$ cat config.mk
export PLATFORM = sky130hd
export DESIGN_NAME = bm_throughput_update
export DESIGN_NICKNAME = d
export VERILOG_FILES = /design/src/common/bm_color_pkg.sv /design/src/bm_path/bm_throughput_update.sv
export VERILOG_INCLUDE_DIRS = /design/src /design/src/common
export SDC_FILE = /design/constraint.sdc
export NUM_CORES = 2
export LEC_CHECK = 0
export BUFFER_PORTS_ARGS = -buffer_cell sky130_fd_sc_hd__buf_2
export CAP_MARGIN = 25
export CORE_AREA = 3 3 215 217
export CTS_CLUSTER_DIAMETER = 40
export CTS_CLUSTER_SIZE = 8
export DETAILED_ROUTE_END_ITERATION = 12
export DIE_AREA = 0 0 218 220
export GPL_TIMING_DRIVEN = 0
export HOLD_SLACK_MARGIN = 0.03
export PLACE_DENSITY = 0.77
export SLEW_MARGIN = 20
export SYNTH_ARGS = -nofsm -noshare
export SYNTH_HDL_FRONTEND = slang
export SYNTH_SLANG_ARGS = --single-unit
$ cat constraint.sdc
create_clock -name clk -period 1.45 [get_ports clk]
set_clock_uncertainty 0.1 [all_clocks]
set_input_delay 0.29 -clock clk [delete_from_list [all_inputs] [get_ports clk]]
set_output_delay 0.29 -clock clk [all_outputs]
set_load 0.05 [all_outputs]
$ cat src/common/bm_params.svh
`ifndef BM_PARAMS_SVH
`define BM_PARAMS_SVH

// Color channel, unsigned Q0.16
`define BM_CHAN_W 16

// Ray ids and table size
`define BM_RAY_W 4
`define BM_NUM_RAYS 16

// Edges from acceptance to table write
`define BM_PIPE_DEPTH 4

// Done queue
`define BM_FIFO_DEPTH 8
`define BM_FREE_W $clog2(`BM_FIFO_DEPTH + 1)

// Q0.16 one, saturated
`define BM_ONE 16'hFFFF

`endif

$ cat src/common/bm_color_pkg.sv
`include "bm_params.svh"

package bm_color_pkg;

  // One Q0.16 channel
  typedef logic [`BM_CHAN_W-1:0] chan_t;

  typedef struct packed {
    chan_t red;
    chan_t green;
    chan_t blue;
  } rgb_t;

endpackage

$ cat src/bm_path/bm_throughput_update.sv
`include "bm_params.svh"

module bm_throughput_update (
  input  logic                clk,
  input  logic                rst_n,
  input  bm_color_pkg::rgb_t  op_m,
  input  bm_color_pkg::chan_t op_spec,
  output bm_color_pkg::rgb_t  new_m
);

  localparam int W = `BM_CHAN_W;

  logic [2:0][W-1:0] m_ch;
  logic [2:0][W-1:0] prod_q;
  logic [2:0][W-1:0] hold_q;

  assign m_ch = op_m;

  // Same scalar factor for all three channels
  always_ff @(posedge clk or negedge rst_n) begin
    if (!rst_n) begin
      prod_q <= '0;
      hold_q <= '0;
    end else begin
      for (int i = 0; i < 3; i++) prod_q[i] <= W'((2*W)'(m_ch[i]) * op_spec >> W);
      hold_q <= prod_q; // Match the add stage of the color path
    end
  end

  assign new_m = hold_q;

endmodule

==> flow_metrics.env <==
export IMPL_drc=0
export IMPL_design_area_um2=31800
export IMPL_crit_type="input port to flip-flop"
export IMPL_initial_core_util_pct=60.3
export IMPL_synthTopCellsByArea="fa_1 (43%), ha_1 (14%), inv_1 (9.4%)"
export IMPL_dieWidth_um=218
export IMPL_mostFrequentLayoutCells="inv_1 (636), fa_1 (558), nand2_1 (420)"
export IMPL_avgRoutedWirePerCell_um=21.6
export IMPL_dp_cells=3557
export IMPL_worstPathCellList="clkbuf_16 -> clkbuf_16 -> buf_6 -> and2_4 -> fa_1 -> inv_1 -> fa_2 -> fa_1 -> inv_2 -> fa_2 -> fa_1 -> inv_1 -> fa_1 -> inv_2 -> ha_4 -> and4_4 -> and3_4 -> a21oi_4 -> a21oi_4 -> a221oi_4 -> buf_6 -> o31ai_4 -> buf_4 -> xor2_1"
export IMPL_max_freq_mhz=177
export IMPL_routabilityCongestion=1.00
export IMPL_portBuffers=98
export IMPL_multiInputGateArea_um2=22400
export IMPL_end_kind="flip-flop"
export IMPL_drive_above_1_share_pct=18.4
export IMPL_fin_nets=4022
export IMPL_layout_setup_ws_ns=-4.21
export IMPL_final_common_cell="inv_1"
export IMPL_r2r_worst_path_cells=0
export IMPL_highest_layer="met5"
export IMPL_synth_top_area_share_pct=43.4
export IMPL_areaGrowthSynthToFinish_pct=18.9
export IMPL_cts_tree="built"
export IMPL_violations="negative setup slack"
export IMPL_core_area_um2=44300
export IMPL_pin_count=114
export IMPL_wl_um=79400
export IMPL_hpwl_um=61600
export IMPL_yosysUniqueCellTypes=52
export IMPL_clkSinkCount=96
export IMPL_synth_area_um2=26700
export IMPL_grt_ovfl_total=0
export IMPL_worstPathMaxFanout=6
export IMPL_clk_latency_ns=0.38
export IMPL_slew_headroom_pct=26.4
export IMPL_finalCritPeriodShare_pct=390
export IMPL_path_common_cell="fa_1"
export IMPL_hold_depth=0
export IMPL_worstReg2RegEnd="new_m[29]$_DFF_PN0_"
export IMPL_final_fill_count=3163
export IMPL_synthCells=2866
export IMPL_ff_latch_area_um2=2400
export IMPL_antenna_found_initial=1
export IMPL_ys_warn_count=0
export IMPL_min_to="new_m[7]$_DFF_PN0_"
export IMPL_slowest_stage="fa_1"
export IMPL_yosysSeqAreaShare_pct=9.00
export IMPL_rows=77
export IMPL_first_pass_iters=8
export IMPL_min_period_ns=5.66
export IMPL_finalHoldViolCount=0
export IMPL_status="complete, but fails checks"
export IMPL_detail_route_iter0_violations=1585
export IMPL_path_depth=24
export IMPL_postRouteAntennaNets=0
export IMPL_synth_main_ff_cell="dfrtp_1"
export IMPL_viasPerCell=5.63
export IMPL_grt_pass1_vias=22800
export IMPL_track_usage_pct=34.4
export IMPL_synth_seq_cells=96
export IMPL_htree_num_levels=3
export IMPL_start_kind="input port"
export IMPL_cpPeakStageDelay_ns=0.57
export IMPL_rsz0062_at_grt="true"
export IMPL_die_h_um=220
export IMPL_critPathTopFamily="adder cells"
export IMPL_clk_root_buffer_cell="clkbuf_16"
export IMPL_hold_class="flip-flop to flip-flop"
export IMPL_yosysTopAreaCell="fa_1"
export IMPL_critPathRequiredTime_ns=1.64
export IMPL_dr_wl_met2_um=37700
export IMPL_layout_cells_non_filler=3671
export IMPL_cp_num_buf_inv=9
export IMPL_r2r_start="prod_q[29]$_DFF_PN0_"
export IMPL_arrival_ns=5.85
export IMPL_synth_nets=3814
export IMPL_rrSetupSlack_ns=0.86
export IMPL_maxSlewViolCount=0
export IMPL_syn_area_per_cell_um2=9.32
export IMPL_worstMarginPinSlew_ns=1.10
export IMPL_wl_met3_um=7300
export IMPL_grt_max_degree=65
export IMPL_met1_length_um=29800
export IMPL_synth_edff_count=0
export IMPL_setup_viol=48
export IMPL_via_count=20700
export IMPL_grt_pass1_wl_um=125000
export IMPL_synth_async_sr_flop_share_pct=100
export IMPL_dieArea_um2=48000
export IMPL_cts_buffer_depth=2
export IMPL_cts_buffers=9
export IMPL_hp_start="prod_q[7]$_DFF_PN0_"
export IMPL_place_area_um2=28700
export IMPL_cts_clk_slew_worst_paths_ns=0.07
export IMPL_max_cap_violations=0
-- through the flow --
stage          worst slack [ns]  utilization [%]  hold WS (ns)  TNS [ns]
5_1_grt                   -4.33             71.6         0.254   -195.64
4_1_cts                   -4.13             70.2         0.250   -186.79
3_3_place_gp              -5.22             64.6         0.232   -312.50
2_1_floorplan             -4.13                -        -0.106   -185.14
6_report                  -4.21             71.6         0.246   -189.63
3_5_place_dp              -5.29             64.7         0.101   -232.91
-- cell type report --
| type | instances | share of cell area [%] |
|---|---|---|
| Antenna cell | 1 | 0.00788 |
| Clock buffer | 10 | 0.753 |
| Multi-Input combinational cell | 1966 | 70.7 |
| Sequential cell | 96 | 7.57 |
| Timing Repair Buffer | 197 | 5.00 |
| Inverter | 672 | 7.94 |
| Buffer | 132 | 5.60 |
| Tap cell | 592 | 2.33 |
| Clock inverter | 5 | 0.130 |
-- repair_timing --
item,in CTS,in global routing
setup endpoints to repair,48,48
gates resized for setup,378,124
endpoints found under the hold margin,36,0
hold buffers,1,0
pin swaps,129,92
cloned,4,0
buffers inserted,66,32
-- how the worst max path moves through the flow --
stage                          start              endpoint  slack, ns
final                     op_spec[6]  prod_q[43]$_DFF_PN0_      -4.21
after global routing      op_spec[6]  prod_q[22]$_DFF_PN0_      -4.33
after CTS                 op_spec[6]  prod_q[22]$_DFF_PN0_      -4.13
after detailed placement  op_spec[1]  prod_q[26]$_DFF_PN0_      -5.29
after global placement    op_spec[1]  prod_q[26]$_DFF_PN0_      -5.22
after floorplan           op_spec[4]  prod_q[10]$_DFF_PN0_      -4.13
-- flip-flops by register name, summed over array words and instances, names as in the netlist --
| register | cells |
|---|---|
| new_m | 48 |
| prod_q | 48 |
-- layer usage --
metal	track usage [%]	up-vias
met1	42.2	10500
met2	57.0	1035
li1	-	8853
met5	0	-
met4	16.9	2
met3	8.76	246
-- Yosys cell counts (2+ instances only) --
master	number
nand3_1	9
o21bai_1	7
ha_1	303
nand4_1	13
a311oi_1	2
nor2b_1	8
a21oi_1	48
dfrtp_1	96
a221oi_1	3
a21o_1	35
nor2_1	23
xnor2_1	33
o21a_1	4
and4_1	4
o31ai_1	5
and3_1	10
xor2_1	17
or2_2	2
fa_1	579
a31oi_1	6
nand2_1	428
clkbuf_1	131
a211oi_1	9
o31a_1	2
and2_1	359
a41oi_1	3
nor3_1	5
o21ai_0	22
inv_1	672
o211ai_1	6
-- cells by family (layout without fill, tap and decap cells) --
family	after synthesis	in the layout	share of synthesized area [%]
adder cells (fa/ha/maj)	882	882	57.6
AND/OR/NAND/NOR	866	866	16.1
buffers and inverters	804	1016	11.3
AO/OA/AOI/OAI	168	168	4.39
flip-flops	96	96	9.00
XOR/XNOR	50	50	1.64
other	0	1	0
Power is not shown: default switching activity piles up to over one toggle a cycle in this logic, so the estimate is an artifact.
