==> src/common/bm_params.svh <==
`ifndef BM_PARAMS_SVH
`define BM_PARAMS_SVH

// Color channel, unsigned Q0.16
`define BM_CHAN_W 16

// Ray ids and table size
`define BM_RAY_W 4
`define BM_NUM_RAYS 16

// Edges from acceptance to table write
`define BM_PIPE_DEPTH 4

// Done queue
`define BM_FIFO_DEPTH 8
`define BM_FREE_W $clog2(`BM_FIFO_DEPTH + 1)

// Q0.16 one, saturated
`define BM_ONE 16'hFFFF

`endif

==> src/common/bm_color_pkg.sv <==
`include "bm_params.svh"

package bm_color_pkg;

  // One Q0.16 channel
  typedef logic [`BM_CHAN_W-1:0] chan_t;

  typedef struct packed {
    chan_t red;
    chan_t green;
    chan_t blue;
  } rgb_t;

endpackage

==> src/common/bm_ray_pkg.sv <==
`include "bm_params.svh"

package bm_ray_pkg;

  typedef logic [`BM_RAY_W-1:0] ray_id_t;

  // Travels alongside the data through the update pipeline
  typedef struct packed {
    ray_id_t ray_id;
    logic    is_last;
  } tag_t;

  // Finished ray as handed downstream
  typedef struct packed {
    ray_id_t            ray_id;
    bm_color_pkg::rgb_t color;
  } done_t;

endpackage

==> src/hw/bm_issue.sv <==
`include "bm_params.svh"

module bm_issue (
  input  logic                        clk,
  input  logic                        rst_n,
  input  logic                        in_valid,
  input  bm_ray_pkg::ray_id_t         in_ray_id,
  input  logic                        in_is_last,
  input  bm_color_pkg::rgb_t          in_direct,
  input  bm_color_pkg::chan_t         in_spec,
  input  logic                        is_init,
  output logic                        in_stall,
  output bm_ray_pkg::ray_id_t         rd_addr,
  input  bm_color_pkg::rgb_t          rd_b,
  input  bm_color_pkg::rgb_t          rd_m,
  input  logic [`BM_FREE_W-1:0]       fifo_free,
  output logic                        op_valid,
  output bm_color_pkg::rgb_t          op_b,
  output bm_color_pkg::rgb_t          op_m,
  output bm_color_pkg::rgb_t          op_direct,
  output bm_color_pkg::chan_t         op_spec,
  output logic                        wb_valid,
  output bm_ray_pkg::tag_t            wb_tag
);

  localparam int FREE_W = `BM_FREE_W;
  localparam int TAG_STAGES = `BM_PIPE_DEPTH - 1;

  logic                accept;
  logic                cap_valid;
  bm_ray_pkg::tag_t    cap_tag;
  bm_color_pkg::rgb_t  cap_direct;
  bm_color_pkg::chan_t cap_spec;

  logic             valid_q [TAG_STAGES];
  bm_ray_pkg::tag_t tag_q   [TAG_STAGES];

  // Keep enough queue space for every sample that may still retire as last
  assign in_stall = is_init | (fifo_free < FREE_W'(`BM_PIPE_DEPTH + 1));
  assign accept   = in_valid & ~in_stall;

  always_ff @(posedge clk or negedge rst_n) begin
    if (!rst_n) begin
      cap_valid <= 1'b0;
      for (int i = 0; i < TAG_STAGES; i++) valid_q[i] <= 1'b0;
    end else begin
      cap_valid  <= accept;
      valid_q[0] <= cap_valid;
      for (int i = 1; i < TAG_STAGES; i++) valid_q[i] <= valid_q[i-1];
    end
  end

  always_ff @(posedge clk) begin
    if (accept) begin
      cap_tag.ray_id  <= in_ray_id;
      cap_tag.is_last <= in_is_last;
      cap_direct      <= in_direct;
      cap_spec        <= in_spec;
    end
    op_direct <= cap_direct; // lines up with the table read
    op_spec   <= cap_spec;
    tag_q[0]  <= cap_tag;
    for (int i = 1; i < TAG_STAGES; i++) tag_q[i] <= tag_q[i-1];
  end

  assign rd_addr  = cap_tag.ray_id;
  assign op_b     = rd_b;
  assign op_m     = rd_m;
  assign op_valid = valid_q[0];
  assign wb_valid = valid_q[TAG_STAGES-1];
  assign wb_tag   = tag_q[TAG_STAGES-1];

  // A ray must not be re-read before its earlier write has landed
  a_no_reaccept: assert property (@(posedge clk) disable iff (!rst_n)
    accept |-> !(cap_valid && cap_tag.ray_id == in_ray_id) &&
               !(valid_q[0] && tag_q[0].ray_id == in_ray_id) &&
               !(valid_q[1] && tag_q[1].ray_id == in_ray_id))
    else $error("ray %0d accepted while still in flight", in_ray_id);

endmodule

==> config.mk <==
export PLATFORM = sky130hd
export DESIGN_NAME = bm_issue
export DESIGN_NICKNAME = d
export VERILOG_FILES = /design/src/common/bm_color_pkg.sv /design/src/common/bm_ray_pkg.sv /design/src/hw/bm_issue.sv
export VERILOG_INCLUDE_DIRS = /design/src /design/src/common
export SDC_FILE = /design/constraint.sdc
export NUM_CORES = 1
export LEC_CHECK = 0
export ABC_AREA = 1
export BUFFER_PORTS_ARGS = -buffer_cell sky130_fd_sc_hd__buf_4
export CAP_MARGIN = 5
export CORE_AREA = 2 2 135 137
export DETAILED_ROUTE_END_ITERATION = 16
export DIE_AREA = 0 0 137 139
export PLACE_DENSITY = 0.64
export RECOVER_POWER = 25
export SYNTH_ARGS = -nofsm -noshare
export SYNTH_HDL_FRONTEND = slang
export SYNTH_SLANG_ARGS = --single-unit
==> constraint.sdc <==
create_clock -name clk -period 1.47 [get_ports clk]
set_clock_uncertainty 0.05 [all_clocks]
set_input_delay 0.0735 -clock clk [delete_from_list [all_inputs] [get_ports clk]]
set_output_delay 0.0735 -clock clk [all_outputs]
set_load 0.02 [all_outputs]
==> results.yml <==
floorplan:
  die_h_um: 139
  dieArea_sq_um: 19000
  rows: 49
  start_util_pct: 25.9
  core_sq_um: 17700
  die_w_um: 137
  ios: 345
sta:
  slew_headroom_pct: 74.9
  worst_pin_slew_ps: 376
  period_share_pct: 74.6
  grt_setup_unrepaired: "no"
  whs_ps: 97.0
  clock.fmax_mhz: 912
  fin_crit_ps: 1100
  report.final.slew_viol_count: 0
  setup_viol: 0
  hold_violations: 0
worst_setup_path:
  path_max_fanout: 2
  path_class: "reg2out"
  rr_endpoint: "op_direct[30]"
  cp.arrival_ps: 970
  cpLargestDelayFamily: "flip-flops"
  start_kind: "flop"
  required_ps: 1350
  crit_buf_inv: 1
  r2r_slack_ps: 870
  r2r_cells: 0
  crit_chain: "buf_4"
  worstReg2RegStart: "cap_direct[30]"
  worstSetupEndpointType: "primary output"
  crit_slowest_cell: "edfxtp_1"
  cpPeakStageDelay_ps: 390
clock_network:
  post_cts_buffers: 0
  clock-root-buffer: "clkbuf_16"
  cts_tree: "yes"
  worstSkewPairLatency_ps: 420
  cts.path.max_buffers: 2
  clkSinkCount: 152
  cts_buffers: 17
  h-tree-depth: 4
  ctsHoldBuffers: 71
  post_cts_resize_count: 0
  clk_pin_slew_ps: 60
place:
  dp_cells: 541
  gp_congestion: 0.777
  dp_hpwl_um: 11000
  dpl_cell_area_sq_um: 5250
  io_buffers: 152
synth:
  yosysSeqAreaShare_pct: 82.1
  async_flop_share_pct: 2.63
  netlist.area_leader.share_pct: 45.3
  synthTopCellsByCount: "buf_4, dfxtp_1, edfxtp_1, dfrtp_1, inv_1"
  synth_edf_count: 69
  synth_ff_type: "dfxtp_1"
  yosysWarnings: 0
  synth_largest_area_cell: "edfxtp_1"
  synthMostInstantiatedCell: "buf_4"
  synth_seq_cells: 152
  yosys.area_share.adder_pct: 0
  synth_top_family_by_area: "buffers and inverters"
  synthTopCellsByArea: "edfxtp_1, dfxtp_1, buf_4"
  syn_area_sq_um: 4570
  synth_xor_xnor_area_share_pct: 0
  synthDistinctLibCells: 9
  synthCells: 264
  synth_mux_area_share_pct: 0
  synthesis.nets: 437
  synth_compound_area_share_pct: 0.109
  synthSimpleGateAreaFrac_pct: 0.356
  synth.avg_cell_area_sq_um: 17.3
layout:
  fill_cells: 1630
  drive_gt1_share_pct: 45.1
  syn_to_final_growth_pct: 42.1
  nets: 575
  stdcell_area_sq_um: 6500
  antenna_cells: 0
  final_cells: 644
detailed_routing:
  vias: 2382
  drt_pass1_iterations: 4
  ant_nets: 0
  vias_per_cell: 3.70
  drcViolationCount: 0
  drt-initial-drc-count: 67
  wl_per_cell_um: 22.4
  wl_um: 14400
global_route:
  antenna_found_initial: 0
  grt_pass1_wl_um: 19300
  grtUsageTotal_pct: 14.8
  grt_max_degree: 71
  gr-total-overflow: 0
  grt_pass1_vias: 2678
pwr:
  clkPwrFrac_pct: 41.8
  switching_share_pct: 23.1
  power_frac_comb_pct: 7.9
  p_leak_uw: 0.00268
  intPower_uw: 7310
  seq_power_share_pct: 50.2
  finalPower_uw: 9510
  netSwitchingPower_uw: 2200
  power.density_nw_per_um2: 1460
  irDropWorstVdd_v: 0.000739
hold_path:
  holdPathStages: 0
  hold_start: "rd_b[17]"
  hold_path.class: "in2out"
  hold_end: "op_b[17]"
status:
  status: "complete, no violations"
flow_run:
  drv_cap: 0
-- sequential cells by signal (all words and copies together) (netlist names) --
| name | flops |
|---|---|
| rd_addr | 4 |
| tag_q | 15 |
| op_direct | 48 |
| cap_direct | 48 |
| valid_q | 1 |
| op_spec | 16 |
| cap_tag | 1 |
| cap_spec | 16 |
| wb_valid | 1 |
| op_valid | 1 |
| cap_valid | 1 |
-- layer usage --
metal,up-vias,global-route usage [%],wire length (um)
met4,0,5.81,238
met5,-,0,0
met2,211,27.3,7820
li1,1050,-,-
met3,16,13.4,3130
met1,1105,9.79,3240
-- cell usage in the layout (no fill, tap or decap) --
cell	synthesis	final
buf_4	105	152
dlygate4sd3_1	0	71
nand2_4	0	1
nand2_1	1	1
inv_1	3	3
nor2_4	0	1
dfxtp_1	79	79
o21ai_2	0	1
inv_6	0	4
clkbuf_1	0	1
inv_8	0	2
clkinvlp_4	0	5
buf_12	0	1
clkinv_4	0	1
clkbuf_16	0	17
dfrtp_1	4	4
edfxtp_1	69	69
clkinv_2	0	2
-- power by group through the flow --
| stage | clock, uW | combinational [uW] | sequential (uW) |
|---|---|---|---|
| after floorplan | 0 | 462 | 4980 |
| final | 3980 | 754 | 4780 |
| after detailed placement | 0 | 597 | 4870 |
| after global routing | 4290 | 793 | 4800 |
| after CTS | 4080 | 750 | 4780 |
| after global placement | 0 | 589 | 4860 |
-- worst max-delay path by stage --
stage | startpoint | endpoint | slack [ps] | depth (start not counted)
2_1_floorplan | fifo_free[1] | cap_direct[0] | -320 | 4
3_3_place_gp | fifo_free[1] | cap_spec[15] | 250 | 6
3_5_place_dp | fifo_free[1] | cap_spec[15] | 230 | 6
6_report | rd_addr[0] | rd_addr[0] | 370 | 1
5_1_grt | rd_addr[0] | rd_addr[0] | 330 | 1
4_1_cts | rd_addr[0] | rd_addr[0] | 330 | 1
-- per-stage QoR --
step           setup TNS (ps)  setup WS [ps]  utilization [%]
4_1_cts                     0            335             36.8
6_report                    0            374             36.8
5_1_grt                     0            327             36.8
3_5_place_dp                0            228             29.7
3_3_place_gp                0            250             29.7
2_1_floorplan          -22160           -319                -
-- kinds of logic (layout without fill, tap and decap cells) --
kind of cell	count (synthesis)	count (layout)
compound gates	1	1
buf+inv	108	259
flops	152	152
simple gates	3	3
-- final cells by class --
class / instances / area, sq um / share of cell area, %
flip-flops and latches: 152 / 3750 / 57.7
repair buffers: 224 / 1870 / 28.8
clock buffers: 18 / 429 / 6.60
well taps: 229 / 287 / 4.41
clock inverters: 14 / 114 / 1.75
multi-input cells: 4 / 35.0 / 0.539
inverters: 3 / 11.3 / 0.173
No activity file was read; power rests on OpenSTA's default activity.
