--- src/common/bm_params.svh ---
`ifndef BM_PARAMS_SVH
`define BM_PARAMS_SVH

// Color channel, unsigned Q0.16
`define BM_CHAN_W 16

// Ray ids and table size
`define BM_RAY_W 4
`define BM_NUM_RAYS 16

// Edges from acceptance to table write
`define BM_PIPE_DEPTH 4

// Done queue
`define BM_FIFO_DEPTH 8
`define BM_FREE_W $clog2(`BM_FIFO_DEPTH + 1)

// Q0.16 one, saturated
`define BM_ONE 16'hFFFF

`endif

--- src/common/bm_color_pkg.sv ---
`include "bm_params.svh"

package bm_color_pkg;

  // One Q0.16 channel
  typedef logic [`BM_CHAN_W-1:0] chan_t;

  typedef struct packed {
    chan_t red;
    chan_t green;
    chan_t blue;
  } rgb_t;

endpackage

--- src/bm_path/bm_color_update.sv ---
`include "bm_params.svh"

module bm_color_update (
  input  logic               clk,
  input  logic               rst_n,
  input  bm_color_pkg::rgb_t op_b,
  input  bm_color_pkg::rgb_t op_m,
  input  bm_color_pkg::rgb_t op_direct,
  output bm_color_pkg::rgb_t new_b
);

  localparam int W = `BM_CHAN_W;

  logic [2:0][W-1:0] m_ch;
  logic [2:0][W-1:0] d_ch;
  logic [2:0][W-1:0] prod_q;
  logic [2:0][W-1:0] b_q;
  logic [2:0][W-1:0] sum_q;
  logic [2:0][W:0]   sum;

  assign m_ch = op_m;
  assign d_ch = op_direct;

  // Stage one, upper half of M times direct
  always_ff @(posedge clk or negedge rst_n) begin
    if (!rst_n) begin
      prod_q <= '0;
    end else begin
      for (int i = 0; i < 3; i++) prod_q[i] <= W'((2*W)'(m_ch[i]) * d_ch[i] >> W);
    end
  end

  always_ff @(posedge clk) b_q <= op_b;

  // Stage two, add and clamp at one
  always_comb begin
    for (int i = 0; i < 3; i++) sum[i] = {1'b0, b_q[i]} + {1'b0, prod_q[i]};
  end

  always_ff @(posedge clk or negedge rst_n) begin
    if (!rst_n) begin
      sum_q <= '0;
    end else begin
      for (int i = 0; i < 3; i++) sum_q[i] <= sum[i][W] ? `BM_ONE : sum[i][W-1:0];
    end
  end

  assign new_b = sum_q;

endmodule

--- config.mk ---
export PLATFORM = sky130hd
export DESIGN_NAME = bm_color_update
export DESIGN_NICKNAME = d
export VERILOG_FILES = /design/src/common/bm_color_pkg.sv /design/src/bm_path/bm_color_update.sv
export VERILOG_INCLUDE_DIRS = /design/src /design/src/common
export SDC_FILE = /design/constraint.sdc
export NUM_CORES = 2
export LEC_CHECK = 0
export BUFFER_PORTS_ARGS = -buffer_cell sky130_fd_sc_hd__buf_4
export CAP_MARGIN = 20
export CORE_MARGIN = 5
export CORE_UTILIZATION = 35
export DETAILED_ROUTE_END_ITERATION = 6
export GPL_ROUTABILITY_DRIVEN = 0
export GPL_TIMING_DRIVEN = 0
export PLACE_DENSITY = 0.55
export SLEW_MARGIN = 10
export SYNTH_ARGS = -nofsm -noshare
export SYNTH_HDL_FRONTEND = slang
export SYNTH_SLANG_ARGS = --single-unit
--- constraint.sdc ---
create_clock -name clk -period 3.3 [get_ports clk]
set_input_delay 0.495 -clock clk [delete_from_list [all_inputs] [get_ports clk]]
set_output_delay 0.495 -clock clk [all_outputs]
set_load 0.01 [all_outputs]
==> impl_metrics.py <==
metrics = {
    "sta": {
        "timing_hold_violations_final": 0,
        "fmax_mhz": 180,
        "final_setup_viols": 48,
        "worst_margin_slew_ns": 0.605,
        "min_period_ns": 5.57,
        "setup_ws_ns": -2.27,
        "finalHoldWorstSlack_ns": 0.112,
        "slew_headroom_pct": 59.7,
        "rsz_0062_raised_after_global_routing": "true",
        "finalClockSkew_ns": 0.0233,
        "finalMaxSlewViolations": 0,
        "post-route-period-util_pct": 169,
    },
    "floorplan": {
        "top_level_ports": 194,
        "floorplan.die.width_um": 299,
        "initial_core_util_pct": 35.4,
        "placeableCoreArea_mm2": 0.0824,
        "floorplan.die.height_um": 299,
        "std_cell_rows": 105,
        "fp.dieArea_mm2": 0.0891,
    },
    "logic_synthesis": {
        "netlist_instances": 3093,
        "syn-num-nets": 4172,
        "number_of_enable_flip_flop_cells_after_synthesis": 0,
        "synth-warning-count": 0,
        "synth_sequential_area_ratio_pct": 11.5,
        "synthesized_area_mm2": 0.0291,
        "synth_ff_type": "sky130_fd_sc_hd__dfrtp_1",
        "yosys.area.top_type_share_pct": 40.0,
        "async_reset_ff_share_pct": 66.7,
        "yosys_register_bits": 144,
        "avgSynthCellArea_um2": 9.42,
        "post-synth-top-area-cell": "sky130_fd_sc_hd__fa_1",
        "synthTopCellsByArea": "sky130_fd_sc_hd__fa_1 40%, sky130_fd_sc_hd__ha_1 15%, sky130_fd_sc_hd__inv_1 8.7%",
        "distinct_cell_type_count_after_synthesis": 64,
    },
    "worst_setup_path": {
        "timing.rr.end": "new_b[13]",
        "crit_end": "prod_q[15]",
        "critical_path_depth": 22,
        "timing.critical_path.buf_inv": 5,
        "timing.critical_path.slowest_cell_delay_ns": 0.58,
        "cp-start-kind": "primary input",
        "crit_fanout": 6,
        "setup_slack_reg_to_reg_ns": 0.29,
        "critical-path-top-delay-family": "adder cells",
        "cp_max_stage_cell": "sky130_fd_sc_hd__fa_1",
        "worst_ep_arrival_time_ns": 5.96,
        "critical_path.cell_chain": "buf_8 > buf_8 > buf_6 > buf_6 > nand2_4 > fa_1 > fa_2 > fa_1 > fa_1 > fa_1 > fa_1 > inv_2 > ha_4 > a21oi_2 > o21bai_1 > a21o_1 > a21o_1 > a31oi_4 > o21ai_2 > o41a_1 > a21oi_2 > xnor2_1",
        "path_common_cell": "sky130_fd_sc_hd__fa_1",
        "crit_path_start": "op_direct[4]",
        "kind_of_critical_path": "in -> reg",
        "worst-endpoint-required_ns": 3.69,
        "reg2regPathDepth": 13,
        "worst_setup_path_end_kind": "flip-flop",
        "reg2reg_from": "prod_q[0]",
    },
    "finish": {
        "syn_to_final_growth_pct": 23.6,
        "final_area_mm2": 0.0360,
        "ff_latch_area_mm2": 0.00336,
        "diodes": 0,
        "nNetsFinal": 4500,
        "final_util_pct": 43.7,
        "fillerInstances": 7975,
        "layout-drive-gt1-share_pct": 18.9,
        "final-instance-count-excl-fill": 4504,
        "multi_input_area_mm2": 0.0238,
    },
    "global_routing": {
        "grt_pass1_vias": 23400,
        "grt.met1_usage_pct": 24.4,
        "grtUsageTotal_pct": 18.2,
        "largest_net_degree_at_the_start_of_global_routing": 62,
        "grt.met3_usage_pct": 2.90,
        "wire_length_of_the_first_global_routing_pass_um": 129000,
        "grt_antenna_before_repair": 0,
        "grt.overflow.total": 0,
        "grt_use_met2_pct": 31.5,
        "grt_most_used_layer": "met2",
    },
    "power": {
        "net-switching-power_w": 0.0188,
        "powerDensity_mw_per_mm2": 1080,
        "sequentialPowerShare_pct": 7.8,
        "ir_drop_v": 0.00113,
        "combPwrFrac_pct": 87.2,
        "post-layout-total-power_w": 0.0391,
        "power_frac_clock_pct": 5.0,
        "sw_ratio_pct": 48.2,
        "power_report.internal_total_w": 0.0202,
        "cellLeakagePower_nw": 18.2,
    },
    "worst_hold_path": {
        "min-delay-path-class": "in -> reg",
    },
    "placement": {
        "detailed_place_hpwl_um": 64200,
        "post_dp_cell_area_mm2": 0.0325,
        "io_buffer_count": 193,
        "placedCellCount": 4357,
    },
    "drt": {
        "route.detailed.wl_per_inst_um": 17.6,
        "first_drt_pass_iteration_count": 5,
        "routed_wirelength_um": 79200,
        "via_per_inst": 4.75,
        "drt_first_iter_violations": 928,
        "drt_drc_violations_left": 0,
        "drtAntennaViolNets": 0,
        "routed_via_count": 21400,
    },
    "cts": {
        "cts_buffers": 17,
        "clock_sink_count": 144,
        "maximum_clock_path_buffer_count": 2,
        "clockRootBuffer": "sky130_fd_sc_hd__clkbuf_16",
        "clk_pin_slew_worst_paths_ns": 0.07,
        "clock_insertion_delay_worst_skew_ns": 0.49,
        "htreeDepth": 4,
        "tritoncts": "done",
    },
    "status": {
        "status": "finished, violations left",
        "violated_checks": "negative setup slack",
    },
    "run": {
        "max_cap_violation_count": 0,
    },
}
cells in the final DEF (no fill, tap or decap), types with 16 or more instances in the layout:
cell type                   instances
sky130_fd_sc_hd__and2_1           313
sky130_fd_sc_hd__ha_4              22
sky130_fd_sc_hd__o211ai_1          20
sky130_fd_sc_hd__xnor2_1           43
sky130_fd_sc_hd__buf_12            16
sky130_fd_sc_hd__ha_1             326
sky130_fd_sc_hd__nand3_1           24
sky130_fd_sc_hd__a21oi_2           25
sky130_fd_sc_hd__inv_2             37
sky130_fd_sc_hd__a21oi_1           38
sky130_fd_sc_hd__fa_2              28
sky130_fd_sc_hd__o21ai_0           24
sky130_fd_sc_hd__buf_8             20
sky130_fd_sc_hd__nand2_1          447
sky130_fd_sc_hd__inv_1            641
sky130_fd_sc_hd__buf_6             43
sky130_fd_sc_hd__dfrtp_1           96
sky130_fd_sc_hd__clkbuf_16         61
sky130_fd_sc_hd__nor2_1            17
sky130_fd_sc_hd__and2_4            26
sky130_fd_sc_hd__fa_1             554
sky130_fd_sc_hd__a21o_1            37
sky130_fd_sc_hd__buf_4            247
sky130_fd_sc_hd__dfxtp_1           48
sky130_fd_sc_hd__xor2_1            28
synth_stat cells, drive strengths merged, types with 3 or more instances:
| library cell | number |
|---|---|
| xnor2 | 47 |
| a21boi | 8 |
| a21oi | 67 |
| nand2 | 460 |
| o2111ai | 3 |
| o311ai | 3 |
| buf | 4 |
| a211oi | 9 |
| xor2 | 30 |
| dfxtp | 48 |
| o21a | 10 |
| and2 | 339 |
| nand2b | 6 |
| clkbuf | 98 |
| a21o | 37 |
| ha | 351 |
| nand3 | 25 |
| nor2b | 10 |
| inv | 678 |
| fa | 582 |
| a31oi | 5 |
| and4 | 4 |
| o221ai | 4 |
| nor4 | 3 |
| o31ai | 4 |
| nand4 | 10 |
| dfrtp | 96 |
| nor2 | 25 |
| and3 | 10 |
| o21bai | 9 |
| nand3b | 3 |
| nor3 | 15 |
| o211ai | 20 |
| o21ai | 39 |
| a211o | 3 |
through the flow:
step / TNS, ns / worst slack, ns
CTS: -93.31 / -2.21
floorplan: -93.94 / -2.32
global placement: -138.15 / -3.34
global route: -100.80 / -2.41
finish: -93.72 / -2.27
detailed placement: -138.92 / -3.34
repair_timing:
item	CTS	global route
resized for setup	328	137
pin swaps	133	122
setup endpoints to repair	48	60
buffers inserted	89	23
hold buffers	1	0
cloned	4	1
endpoints found under the hold margin	35	0
kinds of logic after synthesis:
| group | synth area share [%] |
|---|---|
| xor+xnor | 2.31 |
| buf+inv | 10.1 |
| flops | 11.5 |
| mux | 0.0687 |
| simple gates | 15.5 |
| compound gates | 5.43 |
| fa+ha+maj | 55.1 |
layout make-up:
class	instances	area share [%]
Timing Repair Buffer	309	7.66
Multi-Input combinational cell	2168	66.1
Tap cell	1070	3.72
Inverter	679	7.08
Clock buffer	19	1.23
Sequential cell	144	9.34
Buffer	102	4.56
Clock inverter	13	0.330
state kept, by name, indices dropped and copies added (netlist names):
register  flops
b_q          48
new_b        48
prod_q       48
power groups by stage:
| stage | sequential (W) | combinational, W | clock [W] |
|---|---|---|---|
| finish | 0.00305 | 0.0341 | 0.00194 |
| global route | 0.00312 | 0.0387 | 0.00208 |
| global placement | 0.00311 | 0.0280 | 0 |
| floorplan | 0.00314 | 0.0214 | 0 |
| detailed placement | 0.00310 | 0.0282 | 0 |
| CTS | 0.00308 | 0.0326 | 0.00200 |
layer usage:
metal,up-vias,part of all wire [%],wire length (µm)
li1,9993,-,-
met1,10800,44,34700
met2,466,50,39200
met3,80,4.8,3840
met4,0,1.8,1410
met5,-,0,0
worst min-delay path by stage:
stage	startpoint	end	slack [ns]	cells after the start
finish	op_b[37]	b_q[37]	0.11	1
global route	op_b[37]	b_q[37]	0.09	1
CTS	op_b[37]	b_q[37]	0.08	1
detailed placement	rst_n	new_b[30]	0.44	1
global placement	prod_q[32]	new_b[32]	0.59	2
floorplan	rst_n	new_b[0]	0.20	0
Note: power is estimated with default switching activity, not from simulation.
