===== config.mk =====
export PLATFORM = sky130hd
export DESIGN_NAME = bm_store
export DESIGN_NICKNAME = d
export VERILOG_FILES = /design/src/common/bm_color_pkg.sv /design/src/common/bm_ray_pkg.sv /design/src/hw/bm_store.sv
export VERILOG_INCLUDE_DIRS = /design/src /design/src/common
export SDC_FILE = /design/constraint.sdc
export NUM_CORES = 1
export LEC_CHECK = 0
export BUFFER_PORTS_ARGS = -buffer_cell sky130_fd_sc_hd__buf_2
export CORE_MARGIN = 5
export CORE_UTILIZATION = 30
export CTS_CLUSTER_SIZE = 8
export DETAILED_ROUTE_END_ITERATION = 16
export PLACE_DENSITY_LB_ADDON = 0.05
export REMOVE_ABC_BUFFERS = 1
export SYNTH_ARGS = -nofsm -noshare
export SYNTH_HDL_FRONTEND = slang
export SYNTH_SLANG_ARGS = --single-unit

===== constraint.sdc =====
create_clock -name clk -period 8.6 [get_ports clk]
set_input_delay 0.86 -clock clk [delete_from_list [all_inputs] [get_ports clk]]
set_output_delay 0.86 -clock clk [all_outputs]
set_load 0.01 [all_outputs]

===== src/common/bm_params.svh =====
`ifndef BM_PARAMS_SVH
`define BM_PARAMS_SVH

// Color channel, unsigned Q0.16
`define BM_CHAN_W 16

// Ray ids and table size
`define BM_RAY_W 4
`define BM_NUM_RAYS 16

// Edges from acceptance to table write
`define BM_PIPE_DEPTH 4

// Done queue
`define BM_FIFO_DEPTH 8
`define BM_FREE_W $clog2(`BM_FIFO_DEPTH + 1)

// Q0.16 one, saturated
`define BM_ONE 16'hFFFF

`endif


===== src/common/bm_color_pkg.sv =====
`include "bm_params.svh"

package bm_color_pkg;

  // One Q0.16 channel
  typedef logic [`BM_CHAN_W-1:0] chan_t;

  typedef struct packed {
    chan_t red;
    chan_t green;
    chan_t blue;
  } rgb_t;

endpackage


===== src/common/bm_ray_pkg.sv =====
`include "bm_params.svh"

package bm_ray_pkg;

  typedef logic [`BM_RAY_W-1:0] ray_id_t;

  // Travels alongside the data through the update pipeline
  typedef struct packed {
    ray_id_t ray_id;
    logic    is_last;
  } tag_t;

  // Finished ray as handed downstream
  typedef struct packed {
    ray_id_t            ray_id;
    bm_color_pkg::rgb_t color;
  } done_t;

endpackage


===== src/hw/bm_store.sv =====
`include "bm_params.svh"

module bm_store (
  input  logic                  clk,
  input  bm_ray_pkg::ray_id_t   rd_addr,
  output bm_color_pkg::rgb_t    rd_b,
  output bm_color_pkg::rgb_t    rd_m,
  input  logic                  wr_en,
  input  bm_ray_pkg::ray_id_t   wr_addr,
  input  bm_color_pkg::rgb_t    wr_b,
  input  bm_color_pkg::rgb_t    wr_m
);

  // Gathered color and remaining throughput per ray
  bm_color_pkg::rgb_t b_mem [`BM_NUM_RAYS];
  bm_color_pkg::rgb_t m_mem [`BM_NUM_RAYS];

  // Same-edge read of a written address sees the old entry
  always_ff @(posedge clk) begin
    if (wr_en) begin
      b_mem[wr_addr] <= wr_b;
      m_mem[wr_addr] <= wr_m;
    end
    rd_b <= b_mem[rd_addr];
    rd_m <= m_mem[rd_addr];
  end

endmodule


==> results.toml, run 1 <==
[outcome]
status = "finished, final reports clean"

[power]
leakage_uw = 0.0222
powerDensity_mw_per_mm2 = 255
vdd_ir_drop_max_uv = 164
total_power_uw = 17900

[yosys]
synth_compound_area_frac = 0.0243
ys_ff_latch = 1632
yosys.area_share.simple = 0.00831
synth_top_family_by_area = "multiplexers"
synth.distinct_cells = 18
netlist_instances = 2460
yosys_warnings = 0
yosysSeqAreaShare = 0.809
synth_xor_area_frac = 0
synth-adder-area-share = 0
synthMuxAreaShare = 0.146
postSynthAreaPerCell_um2 = 24.1
syn_area_mm2 = 0.0594

[setup_path]
worstSetupEndpointType = "flip-flop"
crit_arrival_ps = 3720
worst_path_most_repeated_cell = "buf_4"
max_stage_delay_ps = 640
crit_required_ps = 9300
crit_type = "in -> reg"
start_kind = "input port"
cp_cell_sequence = "buf_8 > buf_4 > buf_4 > mux4_2 > a22oi_1 > nand2_1"
worstPathMaxFanout = 65
critPathSlowestCell = "buf_4"

[worst_hold_path]
hp-class = "in -> reg"

[place]
place_ws_ps = 4550
gpl.final_weighted_congestion = 0.670
port_buffers = 201
dpl_cell_area_mm2 = 0.0637
hpwl_um = 75000

[floorplanning]
design.core.area_mm2 = 0.197
die_h_um = 455
die_w_um = 455
ios = 202
die_area_mm2 = 0.207
initial_core_util = 0.301
rows = 163

[sta]
period_share = 0.351
skew_ps = 23.7
hold_violations = 0
setup_viol = 0
slew_viol_final = 0
fin_hold_ws_ps = 416
rsz0062_at_grt = "false"
max_freq_mhz = 331
finalSetupTns_ps = 0
worstMarginPinSlew_ps = 1130
fin_crit_ps = 3020
slew_headroom = 0.243
worst_slack_ps = 5580

[cells_and_area]
area_growth_pct = 18.1
drive_gt1_frac = 0.299
fin_area_mm2 = 0.0701
final_nets = 2914
fill_cells = 18300

[global_routing]
grt_max_degree = 116
grt_overflow = 0
grt_pass1_vias = 30200
antenna_found_initial = 38
grt_pass1_wl_um = 234000
grt_util_all_layers = 0.161

[clocking]
postCtsHoldBufs = 0
cts-resized-gates = 0
htree_num_levels = 4
cts_tree = "yes"
clock_sink_count = 1632
clock-root-buffer = "clkbuf_16"
post_cts_buffers = 0
clock_latency_ps = 820
cts-buffers-inserted = 222
cts_buffer_depth = 3
cts.clk_slew.worst_paths_ps = 60

[detailed_routing]
first_pass_iters = 5
wl_met3_um = 6450
wl_um = 166000
vias = 27300
wl_per_cell_um = 29.5
drtIter0Drc = 1837
met2_length_um = 87600
drcViolationCount = 0
viasPerCell = 4.84
wl_met1_um = 68700
postRouteAntennaNets = 0
top_layer = "met5"

[job]
cap_violations = 0
==> metal layers <==
metal / GRT usage / vias to the layer above
li1: - / 11300
met1: 0.201 / 15100
met2: 0.290 / 617
met3: 0.0299 / 275
met4: 0.0392 / 12
met5: 0 / -
==> metrics by stage <==
step	instances	util
finish	5633	0.356
global route	5629	0.356
CTS	5626	0.356
detailed placement	5224	0.323
global placement	5224	0.323
floorplan	2331	-
==> cell usage after synthesis <==
library cell	n	area (µm²)
nand3_1	1	5.00
buf_4	19	143
clkbuf_1	46	173
mux4_2	384	8650
nor2_1	13	48.8
nor2b_1	2	12.5
dfxtp_1	96	1920
nand3b_1	2	15.0
or3b_2	1	8.76
a22oi_1	192	1440
buf_1	33	124
nor3_1	4	20.0
and2_1	1	6.26
buf_6	21	236
nand2_1	97	364
edfxtp_1	1536	46100
buf_2	10	50.1
nand2b_1	2	12.5
==> worst paths after layout <==
| path | startpoint | endpoint | slack [ps] | cells after the start |
|---|---|---|---|---|
| max reg2reg | m_mem[11][36] | rd_m[36] | 7120 | 3 |
| min reg2reg | m_mem[14][4] | rd_m[4] | 650 | 3 |
| max | rd_addr[0] | rd_b[2] | 5580 | 6 |
| min | wr_b[21] | b_mem[3][21] | 420 | 1 |
==> cell families after synthesis <==
logic type	count (synthesis)
simple gates	123
mux	384
compound gates	192
flops	1632
buf+inv	129
==> report_power, final <==
group          leakage, µW  internal (µW)  total, µW  switching, µW
registers           0.0147           8910       8970           65.6
logic              0.00443            308        804            497
clock network      0.00304           4890       8100           3210
==> sequential cells by signal, indices dropped and copies added (netlist names) <==
signal  flops
m_mem     768
b_mem     768
rd_m       48
rd_b       48
==> area by class of cell <==
type,count,area [µm²],area share
antenna,7,17.5,0.000250
clock buffer,395,6330,0.0903
clock inverter,7,67.6,0.000964
multi-input combinational,699,10700,0.153
sequential,1632,48000,0.685
tap,2640,3300,0.0471
timing repair buffer,253,1630,0.0232
==> worst max-delay path, delay by kind of cell <==
family	cells	cell delay (ps)
mux	1	570
compound gates	1	240
buf+inv	3	1840
simple gates	1	80
==> layout by cell type, fill, tap and decap left out, drive strengths merged <==
master / instances
a22oi: 192
and2: 1
buf: 253
clkbuf: 395
clkinv: 1
clkinvlp: 1
dfxtp: 96
diode: 7
edfxtp: 1536
inv: 5
mux4: 384
nand2: 97
nand2b: 2
nand3: 1
nand3b: 2
nor2: 13
nor2b: 2
nor3: 4
or3b: 1
No activity file was read; power rests on OpenSTA's default activity.
==> inputs of run 2 (changes only) <==
- clock period: 8.6 -> 2.87 ns (I/O delays scaled with it)
==> run 2 against run 1 <==
  * Cell area rose by 3.3%
  * Worst hold slack worse by 240 ps
  * Power increased to 3.0 times the previous value
  * Via count is 1.3% higher
  * First-iteration DRC count down 10%
  * Cell count grew 3.2%
  * Flip-flop and latch count unchanged
  * Worst setup slack got worse by 4500 ps
  * Combinational power rose to 3.3 times the previous value
  * Global-route usage shrank 0.20 points
  * Clock-buffer cell count fell by 10
  * Critical path type is now reg -> out
==> results.toml, run 2 (same netlist as run 1, synthesis figures left out) <==
[job]
cap_violations = 0

[clocking]
cts-resized-gates = 0
clock_latency_ps = 810
cts_tree = "yes"
clock-root-buffer = "clkbuf_16"
cts-buffers-inserted = 223
clock_sink_count = 1632
htree_num_levels = 4
cts.clk_slew.worst_paths_ps = 50
cts_buffer_depth = 3

[sta]
fin_hold_ws_ps = 175
period_share = 0.613
hold_violations = 0
fin_crit_ps = 1760
max_freq_mhz = 568
worst_slack_ps = 1110
slew_viol_final = 0
setup_viol = 0
slew_headroom = 0.509
rsz0062_at_grt = "false"
worstMarginPinSlew_ps = 735
skew_ps = 22.9

[cells_and_area]
largestRegisters = "b_mem x768, m_mem x768"
layout_commonest_cell = "edfxtp_1"
multi_input_area_mm2 = 0.0107
drive_gt1_frac = 0.310
fill_cells = 18100
fin_area_mm2 = 0.0724
final_nets = 3097
mostFrequentLayoutCells = "edfxtp_1 (1536), mux4_2 (384), clkbuf_16 (226), buf_2 (199), a22oi_1 (192)"
area_growth_pct = 22.1
regArea_mm2 = 0.0480
fin_cells = 5811

[floorplanning]
rows = 163
die_w_um = 455
design.core.area_mm2 = 0.197
ios = 202
initial_core_util = 0.301
die_h_um = 455
die_area_mm2 = 0.207

[power]
powerDensity_mw_per_mm2 = 743
vdd_ir_drop_max_uv = 521
leakage_uw = 0.0232

[worst_hold_path]
hp-class = "in -> reg"

[place]
place_ws_ps = 502
gpl.final_weighted_congestion = 0.676
port_buffers = 201
hpwl_um = 90900
dpl_cell_area_mm2 = 0.0650
place_inst = 5310

[global_routing]
grt_max_degree = 65
grt_overflow = 0
grt_pass1_wl_um = 234000
grt_util_all_layers = 0.159
grt_pass1_vias = 30800
antenna_found_initial = 15

[setup_path]
cp_cell_sequence = "buf_2"
cp_top_family = "flip-flops"
path_buf_inv = 1
reg2reg_setup_slack_ps = 1300
critPathSlowestCell = "dfxtp_1"
start_kind = "flip-flop"
crit_arrival_ps = 1470
worstSetupEndpointType = "primary output"
crit_required_ps = 2580
worstPathMaxFanout = 1
max_stage_delay_ps = 460
crit_type = "reg -> out"

[detailed_routing]
wl_um = 164000
viasPerCell = 4.75
drcViolationCount = 0
vias = 27600
postRouteAntennaNets = 0
first_pass_iters = 5
drtIter0Drc = 1648
wl_per_cell_um = 28.2

[outcome]
status = "finished, final reports clean"
## run 2: cell count changes in the layout (fill, tap and decap cells not counted), moves of 2 or more
cell,delta
buf_12,+56
buf_4,+30
clkbuf_1,-8
clkbuf_16,-2
clkinv_1,+2
dlygate4sd3_1,+96
inv_16,+3
## run 2: path summary, 6_finish.rpt
path	from	endpoint	cells past startpoint
max	rd_m[35]	rd_m[35]	1
min	rd_addr[1]	rd_b[42]	4
max reg2reg	m_mem[3][33]	rd_m[33]	3
min reg2reg	b_mem[14][13]	rd_b[13]	3
## run 2: report_power, final
part | switching [µW] | internal (µW)
logic | 1580 | 1110
clock network | 9700 | 14600
registers | 202 | 26700
total | 11500 | 42400
## run 2: per-stage QoR
stage           util  setup TNS [ps]  power, µW
2_1_floorplan      -        -4552970      28400
3_3_place_gp   0.330               0      30000
3_5_place_dp   0.330               0      30000
4_1_cts        0.368               0      54900
5_1_grt        0.368               0      56000
6_report       0.368               0      53900
## run 2: cell type report
cell class                 count  area share
sequential                  1632       0.663
tap                         2640      0.0456
clock inverter                14     0.00245
timing repair buffer         435      0.0543
clock buffer                 385      0.0863
antenna                        6    0.000207
multi-input combinational    699       0.148
## run 2: routing by layer
layer	part of all wire	up-vias	GRT usage
met1	0.43	15100	0.204
met5	0.000079	-	0
met4	0.021	2	0.0396
met3	0.034	251	0.0270
met2	0.52	542	0.281
li1	-	11700	-
## run 2: timing repair
| action | 4_1_cts | 5_1_grt |
|---|---|---|
| hold endpoints to repair | 1536 | 0 |
| hold buffers | 96 | 0 |
| setup buffers | 0 | 0 |
## run 2: worst register-to-register path: cells and delay by family (launching register included)
kind	cells	cell delay [ps]
DFF	1	360
muxes	1	500
AOI/OAI and AO/OA	1	300
and+or+nand+nor	1	230
==> inputs of run 3 (changes only) <==
- ABC_AREA: not set -> 1
- clock period: 2.87 -> 1.7 ns (I/O delays scaled with it)
==> run 3 against run 2 <==
  * Clock skew grew 26 ps
  * Combinational power increased by 140%
  * Cell area grew 16%
  * Area after synthesis up 14%
  * Largest power group unchanged
==> results.toml, run 3 <==
[yosys]
yosysSeqAreaShare = 0.711
postSynthAreaPerCell_um2 = 10.7
async_reset_ff_frac = 0
yosys_warnings = 0
synth.distinct_cells = 14
synthMostInstantiatedCell = "nand2_1"
synth_ff_type = "edfxtp_1"
yosys-top-cells-area = "edfxtp_1 (68%), nand2_1 (11%), nand3_1 (8.5%), inv_1 (6.4%), dfxtp_1 (2.8%)"
synth-edff-count = 1536
syn_area_mm2 = 0.0676
ys_top_cells_by_count = "nand2_1 (2022), edfxtp_1 (1536), inv_1 (1156), nand3_1 (1154), buf_2 (149)"
yosysTopAreaCell = "edfxtp_1"
ys_ff_latch = 1632
netlist_instances = 6304
synth_top_area_frac = 0.683

[sta]
max_freq_mhz = 611
worstMarginPinSlew_ps = 821
setup_viol = 0
slew_headroom = 0.451
slew_viol_final = 0
rsz0062_at_grt = "false"
finalSetupTns_ps = 0
hold_violations = 0
period_share = 0.962
skew_ps = 49.3
worst_slack_ps = 63.9
fin_crit_ps = 1640

[floorplanning]
initial_core_util = 0.301
die_area_mm2 = 0.235
design.core.area_mm2 = 0.224
die_w_um = 485
rows = 174
die_h_um = 485
ios = 202

[clocking]
htree_num_levels = 4
cts_tree = "yes"
clock_sink_count = 1632
clock-root-buffer = "clkbuf_16"
cts_buffer_depth = 3
cts.clk_slew.worst_paths_ps = 50
clock_latency_ps = 850
cts-buffers-inserted = 223
post_cts_buffers = 0

[cells_and_area]
area_growth_pct = 24.0
final_nets = 6991
fin_cells = 10100
layout_commonest_cell = "nand2_1"
largestRegisters = "b_mem x768, m_mem x768"
mostFrequentLayoutCells = "nand2_1 (2022), edfxtp_1 (1536), inv_1 (1155), nand3_1 (1154), clkbuf_16 (226)"
fill_cells = 22300
drive_gt1_frac = 0.119
fin_area_mm2 = 0.0838

[place]
place_ws_ps = -17.6
port_buffers = 201
hpwl_um = 130000
place_inst = 9545
dpl_cell_area_mm2 = 0.0760
gpl.final_weighted_congestion = 0.735

[detailed_routing]
vias = 44600
postRouteAntennaNets = 0
top_layer = "met5"
wl_um = 211000
wl_met1_um = 99500
first_pass_iters = 5
drcViolationCount = 0
wl_per_cell_um = 20.9
drtIter0Drc = 2721
met2_length_um = 99200
viasPerCell = 4.42
wl_met3_um = 7220

[setup_path]
crit_required_ps = 2460
max_stage_delay_ps = 840
crit_arrival_ps = 2400
worst_path_most_repeated_cell = "nand3_1"
worstPathMaxFanout = 11
cp_top_family = "buffers and inverters"
crit_type = "in -> reg"
worstSetupEndpointType = "flip-flop"
cp_cell_sequence = "buf_8 > dlygate4sd3_1 > buf_12 > dlygate4sd3_1 > nand3_1 > nand3_1 > nand3_1 > nand2_1"
critPathSlowestCell = "dlygate4sd3_1"
path_buf_inv = 4
start_kind = "input port"

[worst_hold_path]
hp-class = "in -> reg"

[global_routing]
antenna_found_initial = 11
grt_util_all_layers = 0.178
grt_overflow = 0
grt_max_degree = 57
grt_pass1_vias = 45000
grt_pass1_wl_um = 312000

[outcome]
status = "finished, final reports clean"

[power]
powerDensity_mw_per_mm2 = 1130
vdd_ir_drop_max_uv = 919
leakage_uw = 0.0352

[job]
cap_violations = 0
run 3: layout make-up:
class	instances	area, µm²	area share
diodes	3	7.51	0.0000896
clock buffers	405	6350	0.0758
clock inverters	13	309	0.00369
inverters	1159	4380	0.0523
multi-input cells	3194	13600	0.162
flip-flops and latches	1632	48100	0.574
well taps	2992	3740	0.0447
repair buffers	675	7370	0.0880
run 3: path summary, 6_finish.rpt:
check                              startpoint  slack, ps        to  cells past startpoint
worst min register to register  m_mem[11][33]        640  rd_m[33]                      6
worst min-delay path               rd_addr[1]         80  rd_b[21]                      6
worst max register to register    m_mem[2][3]        200   rd_m[3]                      7
worst max-delay path               rd_addr[1]         60  rd_b[47]                      8
run 3: kinds of logic after synthesis:
group                  after synthesis  synth area share
flip-flops                        1632             0.711
buffers and inverters             1478            0.0900
AND/OR/NAND/NOR                   3194             0.199
run 3: repair_timing:
action | CTS | global route
setup endpoints to repair | 12 | 0
endpoints found under the hold margin | 1609 | 0
resized for setup | 15 | 0
hold buffers | 107 | 0
run 3: worst register-to-register path: cells and delay by family, from the launching register on:
| family | cells | cell delay [ps] |
|---|---|---|
| AND/OR/NAND/NOR | 5 | 330 |
| flip-flops | 1 | 390 |
| buffers and inverters | 2 | 670 |
run 3: per-stage QoR:
stage / utilization / hold slack (ps) / power [µW]
3_3_place_gp: 0.339 / 566 / 52700
6_report: 0.373 / 83.2 / 94600
5_1_grt: 0.373 / 60.9 / 98700
3_5_place_dp: 0.339 / 569 / 52700
2_1_floorplan: - / 269 / 48900
4_1_cts: 0.373 / 3.88 / 96300
run 3: layer usage:
layer  track usage  vias to the layer above
met4        0.0459                        2
met5             0                        -
met1         0.249                    21900
met2         0.291                      796
li1              -                    21600
met3        0.0237                      268
run 3: power by group:
group          switching (µW)  internal, µW
Clock                   17400         25300
Combinational            4380          2180
Sequential                313         45000
